### config.mk
export PLATFORM = sky130hd
export DESIGN_NAME = alut_hash_stage
export DESIGN_NICKNAME = d
export VERILOG_FILES = /design/src/alut_pkg.sv /design/src/alut_hash_stage.sv
export VERILOG_INCLUDE_DIRS = /design/src
export SDC_FILE = /design/constraint.sdc
export NUM_CORES = 1
export LEC_CHECK = 0
export BUFFER_PORTS_ARGS = -buffer_cell sky130_fd_sc_hd__buf_2
export CAP_MARGIN = 5
export CORE_MARGIN = 2
export CORE_UTILIZATION = 37
export DETAILED_ROUTE_END_ITERATION = 6
export PLACE_DENSITY = 0.86
export SYNTH_ARGS = -nofsm -noshare
export SYNTH_HDL_FRONTEND = slang
export SYNTH_SLANG_ARGS = --single-unit
### constraint.sdc
create_clock -name pclk24 -period 1 [get_ports pclk24]
set_input_delay 0.05 -clock pclk24 [delete_from_list [all_inputs] [get_ports pclk24]]
set_output_delay 0.05 -clock pclk24 [all_outputs]
set_load 0.01 [all_outputs]
### src/alut_config.svh
`ifndef ALUT_CONFIG_SVH
`define ALUT_CONFIG_SVH

// ---------------------------------------------------------------------------
// table geometry
// ---------------------------------------------------------------------------
`define ALUT_DEPTH        256   // entries in the lookup table
`define ALUT_IDX_W        8     // bits of a table index, log2 of depth

// entry fields
`define ALUT_PORT_W       4     // switch port number
`define ALUT_AGE_W        30    // timestamp width, wraps

// ---------------------------------------------------------------------------
// aging
// ---------------------------------------------------------------------------
`define ALUT_AGE_PRESCALE 16    // clocks per timestamp tick

// read, judge and write/skip per index
`define ALUT_SWEEP_LEN    (3 * `ALUT_DEPTH)   // clocks per full table sweep

`endif

### src/alut_pkg.sv
`include "alut_config.svh"

package alut_pkg;

   // -------------------------------------------------------------------------
   // plain widths
   // -------------------------------------------------------------------------
   typedef logic [47:0]              mac_t;     // ethernet address
   typedef logic [`ALUT_IDX_W-1:0]   idx_t;     // table index
   typedef logic [`ALUT_PORT_W-1:0]  port_t;    // ingress port
   typedef logic [`ALUT_AGE_W-1:0]   stamp_t;   // timestamp, modulo

   // one table entry, 1 + 30 + 4 + 48 = 83 bits
   typedef struct packed {
      logic   valid;    // slot holds a learned mac
      stamp_t age;      // stamp at learn time
      port_t  port;
      mac_t   mac;
   } alut_entry_t;

   typedef enum logic {
      op_lookup,
      op_learn
   } alut_op_t;

   // request from the port controller
   typedef struct packed {
      alut_op_t op;
      mac_t     mac;      // src mac on learn, dst mac on lookup
      port_t    port;     // only used by learn
   } alut_req_t;

   // one access on a memory port
   typedef struct packed {
      logic        write;   // 1 write, 0 read
      idx_t        idx;
      alut_entry_t entry;   // write data
   } mem_acc_t;

   typedef struct packed {
      logic  hit;
      port_t port;    // zero on miss
      mac_t  mac;     // the mac that was looked up
   } alut_res_t;

   typedef enum logic [1:0] {
      age_read,
      age_judge,
      age_write
   } age_state_t;

   // fold the six mac bytes into one index
   function automatic idx_t mac_hash(input mac_t mac);
      logic [7:0] h;
      h = '0;
      for (int i = 0; i < 6; i++)
         h = h ^ mac[i*8 +: 8];
      return idx_t'(h);
   endfunction

endpackage

### src/alut_hash_stage.sv
`timescale 1ns/1ps

module alut_hash_stage
(
   input  logic               pclk24,
   input  logic               rst_n,
   input  logic               req_valid,   // one-cycle request strobe
   input  alut_pkg::alut_req_t req,
   input  alut_pkg::stamp_t   now,         // from the age checker
   output logic               acc_valid,   // to memory port a
   output alut_pkg::mem_acc_t acc,
   output logic               pend_valid,  // lookup in flight
   output alut_pkg::mac_t     pend_mac
);

   import alut_pkg::*;

   logic        is_learn;   // decoded op
   idx_t        hash_idx;   // folded mac
   alut_entry_t new_entry;  // what a learn stores

   // -------------------------------------------------------------------------
   // combinational decode of the incoming request
   // -------------------------------------------------------------------------
   assign is_learn = (req.op == op_learn);
   assign hash_idx = mac_hash(req.mac);

   always_comb
   begin
      new_entry.valid = 1'b1;
      new_entry.age   = now;       // stamp at learn time
      new_entry.port  = req.port;
      new_entry.mac   = req.mac;
   end

   // -------------------------------------------------------------------------
   // stage register, control
   // -------------------------------------------------------------------------
   always_ff @(posedge pclk24)
   begin
      if (!rst_n)
      begin
         acc_valid  <= 1'b0;
         pend_valid <= 1'b0;
      end
      else
      begin
         acc_valid  <= req_valid;               // learn and lookup both hit memory
         pend_valid <= req_valid && !is_learn;  // only lookups give a result
      end
   end

   // payload, qualified by the valids above
   always_ff @(posedge pclk24)
   begin
      acc.write <= is_learn;   // lookup is a plain read
      acc.idx   <= hash_idx;
      acc.entry <= new_entry;  // ignored by memory on read
      pend_mac  <= req.mac;
   end

endmodule

==> impl_metrics.tcl <==
set metrics [dict create \
    critPathMaxStageDelay_ps 530 \
    wl_per_cell_um 13.53 \
    worstSetupEndpoint "acc[84]" \
    port_buffers 226 \
    antenna_found_initial 0 \
    fillers 564 \
    grt-ovfl-total 0 \
    clk_path_buf_depth 2 \
    core_mm2 0.007137 \
    power_leakage_nw 2.370 \
    grt_start_max_net_pins 17 \
    total_power_mw 7.730 \
    utilization 0.6473 \
    path_class "in2reg" \
    drtAntennaViolNets 0 \
    grt_setup_unrepaired "false" \
    drc_errors 0 \
    peakVddDrop_v 0.0008524 \
    cts_tree "done" \
    grtUsageTotal 0.1748 \
    finalCritPeriodShare 1.004 \
    fin_cells 546 \
    min_period_ps 1004 \
    grt_pass1_wl_um 10100 \
    worst-path-max-fanout 2 \
    hold_viol 0 \
    grt_pass1_vias 2282 \
    slew_violations 0 \
    synthesis.nets 263 \
    hold-worst-slack_ps 5.249 \
    die_h_um 89.37 \
    dp_hpwl_um 5005 \
    synth_seq_cells 93 \
    cts_made_buffers 9 \
    post_cts_buffers 0 \
    required_ps 1230 \
    synth_seq_area_share 0.6905 \
    layout_commonest_cell "buf_2" \
    layout_common_cells "buf_2, dfxtp_1, dlygate4sd3_1, xnor2_2, xnor2_1" \
    endpoint_kind "flop" \
    multi_input_area_um2 504.2 \
    cts.sinks 93 \
    finalSetupViolCount 2 \
    drtIter0Drc 14 \
    avgSynthCellArea_um2 15.23 \
    initial_core_util 0.3778 \
    syn_area_mm2 0.002696 \
    die_area_mm2 0.007986 \
    clock_tree.root_cell "clkbuf_8" \
    synth_cell_type_count 8 \
    vias_per_cell 3.941 \
    final_nets 528 \
    cts.clk_slew.worst_paths_ps 90 \
    htree_levels 3 \
    die-width_um 89.37 \
    synthCells 177 \
    cp.arrival_ps 1230 \
    ioPinCount 228 \
    setup_slack_ps -4.365 \
    row_count 31 \
    clock.fmax_mhz 995.7 \
    yosys_warnings 0 \
    violations "setup timing" \
    place_inst 453 \
    gp_congestion 0.7020 \
    path_cells "dlygate4sd3_1 -> buf_2 -> xnor2_2 -> xnor3_1" \
    startpoint "req[37]" \
    area_growth_syn_to_layout_pct 71.32 \
    vias 2152 \
    start_kind "input port" \
    cpMaxStageDelayCell "dlygate4sd3_1" \
    diodes 0 \
    status "complete, but fails checks" \
    first_pass_iters 4 \
    hold_class "in2reg" \
    seqCellArea_mm2 0.001862 \
    drv_cap 0 \
    power.density_mw_per_mm2 1673 \
    drive_above_1_share 0.5526 \
    wl_um 7389 \
]
-- power by group --
part	leakage, nW	switching (mW)	internal [mW]
sequential	0.784	0.0947	3.99
clock	0.0974	1.26	0.994
combinational	1.49	0.574	0.818
-- per-layer routing --
metal / GRT usage / routed length, µm
met5: 0 / 0
met4: 0.09362 / 175
met3: 0.04617 / 537
met2: 0.3657 / 4344
met1: 0.1415 / 2332
-- worst max-delay path, delay by kind of cell --
family                 cells  cell delay [ps]
buffers and inverters      2              670
XOR/XNOR                   2              500
-- per-stage QoR --
stage	TNS (ps)	area, µm²	setup WS, ps
2_1_floorplan	0	2696	316.7
3_3_place_gp	0	3583	179.1
3_5_place_dp	0	3583	107.2
4_1_cts	0	4617	3.152
5_1_grt	0	4619	1.121
6_report	-4.814	4619	-4.365
-- kinds of logic (layout without fill, tap and decap cells) --
logic type	count (synthesis)	in the layout	synth area share
xor gates and xnor gates	32	32	0.1670
buffers and inverters	49	319	0.1364
and+or+nand+nor	2	2	0.004643
other	1	1	0.001391
DFF	93	93	0.6905
-- state kept, by name (all words and copies together), names as in the netlist --
signal and flops:
acc 91, acc_valid 1, pend_valid 1
-- repair_timing --
| action | CTS | global route |
|---|---|---|
| resized for setup | 0 | 7 |
| hold buffers | 85 | 0 |
| endpoints found under the setup margin | 0 | 5 |
| endpoints found under the hold margin | 85 | 0 |
-- Yosys cell counts --
cell type	number	share of area
dfxtp_1	93	0.69
buf_4	49	0.14
xnor2_1	16	0.052
xnor2_2	8	0.048
xnor3_1	8	0.067
and2_1	1	0.0023
conb_1	1	0.0014
nor2b_1	1	0.0023
-- how the worst min path moves through the flow --
stage | startpoint | to | slack (ps) | cells after the start
final | req[32] | acc[28] | 5 | 1
after global routing | req[32] | acc[28] | -10 | 1
after CTS | req[17] | acc[88] | 120 | 3
after detailed placement | now[8] | acc[60] | 150 | 1
after global placement | now[2] | acc[54] | 150 | 1
after floorplan | req[4] | acc[0] | 80 | 0
-- final cells by class --
class	count	share of cell area
Timing Repair Buffer	303	0.4215
Sequential cell	93	0.4030
Multi-Input combinational cell	35	0.1092
Clock buffer	10	0.02979
Tap cell	99	0.02681
Clock inverter	6	0.009751
Power figures use the tool's default switching activity.
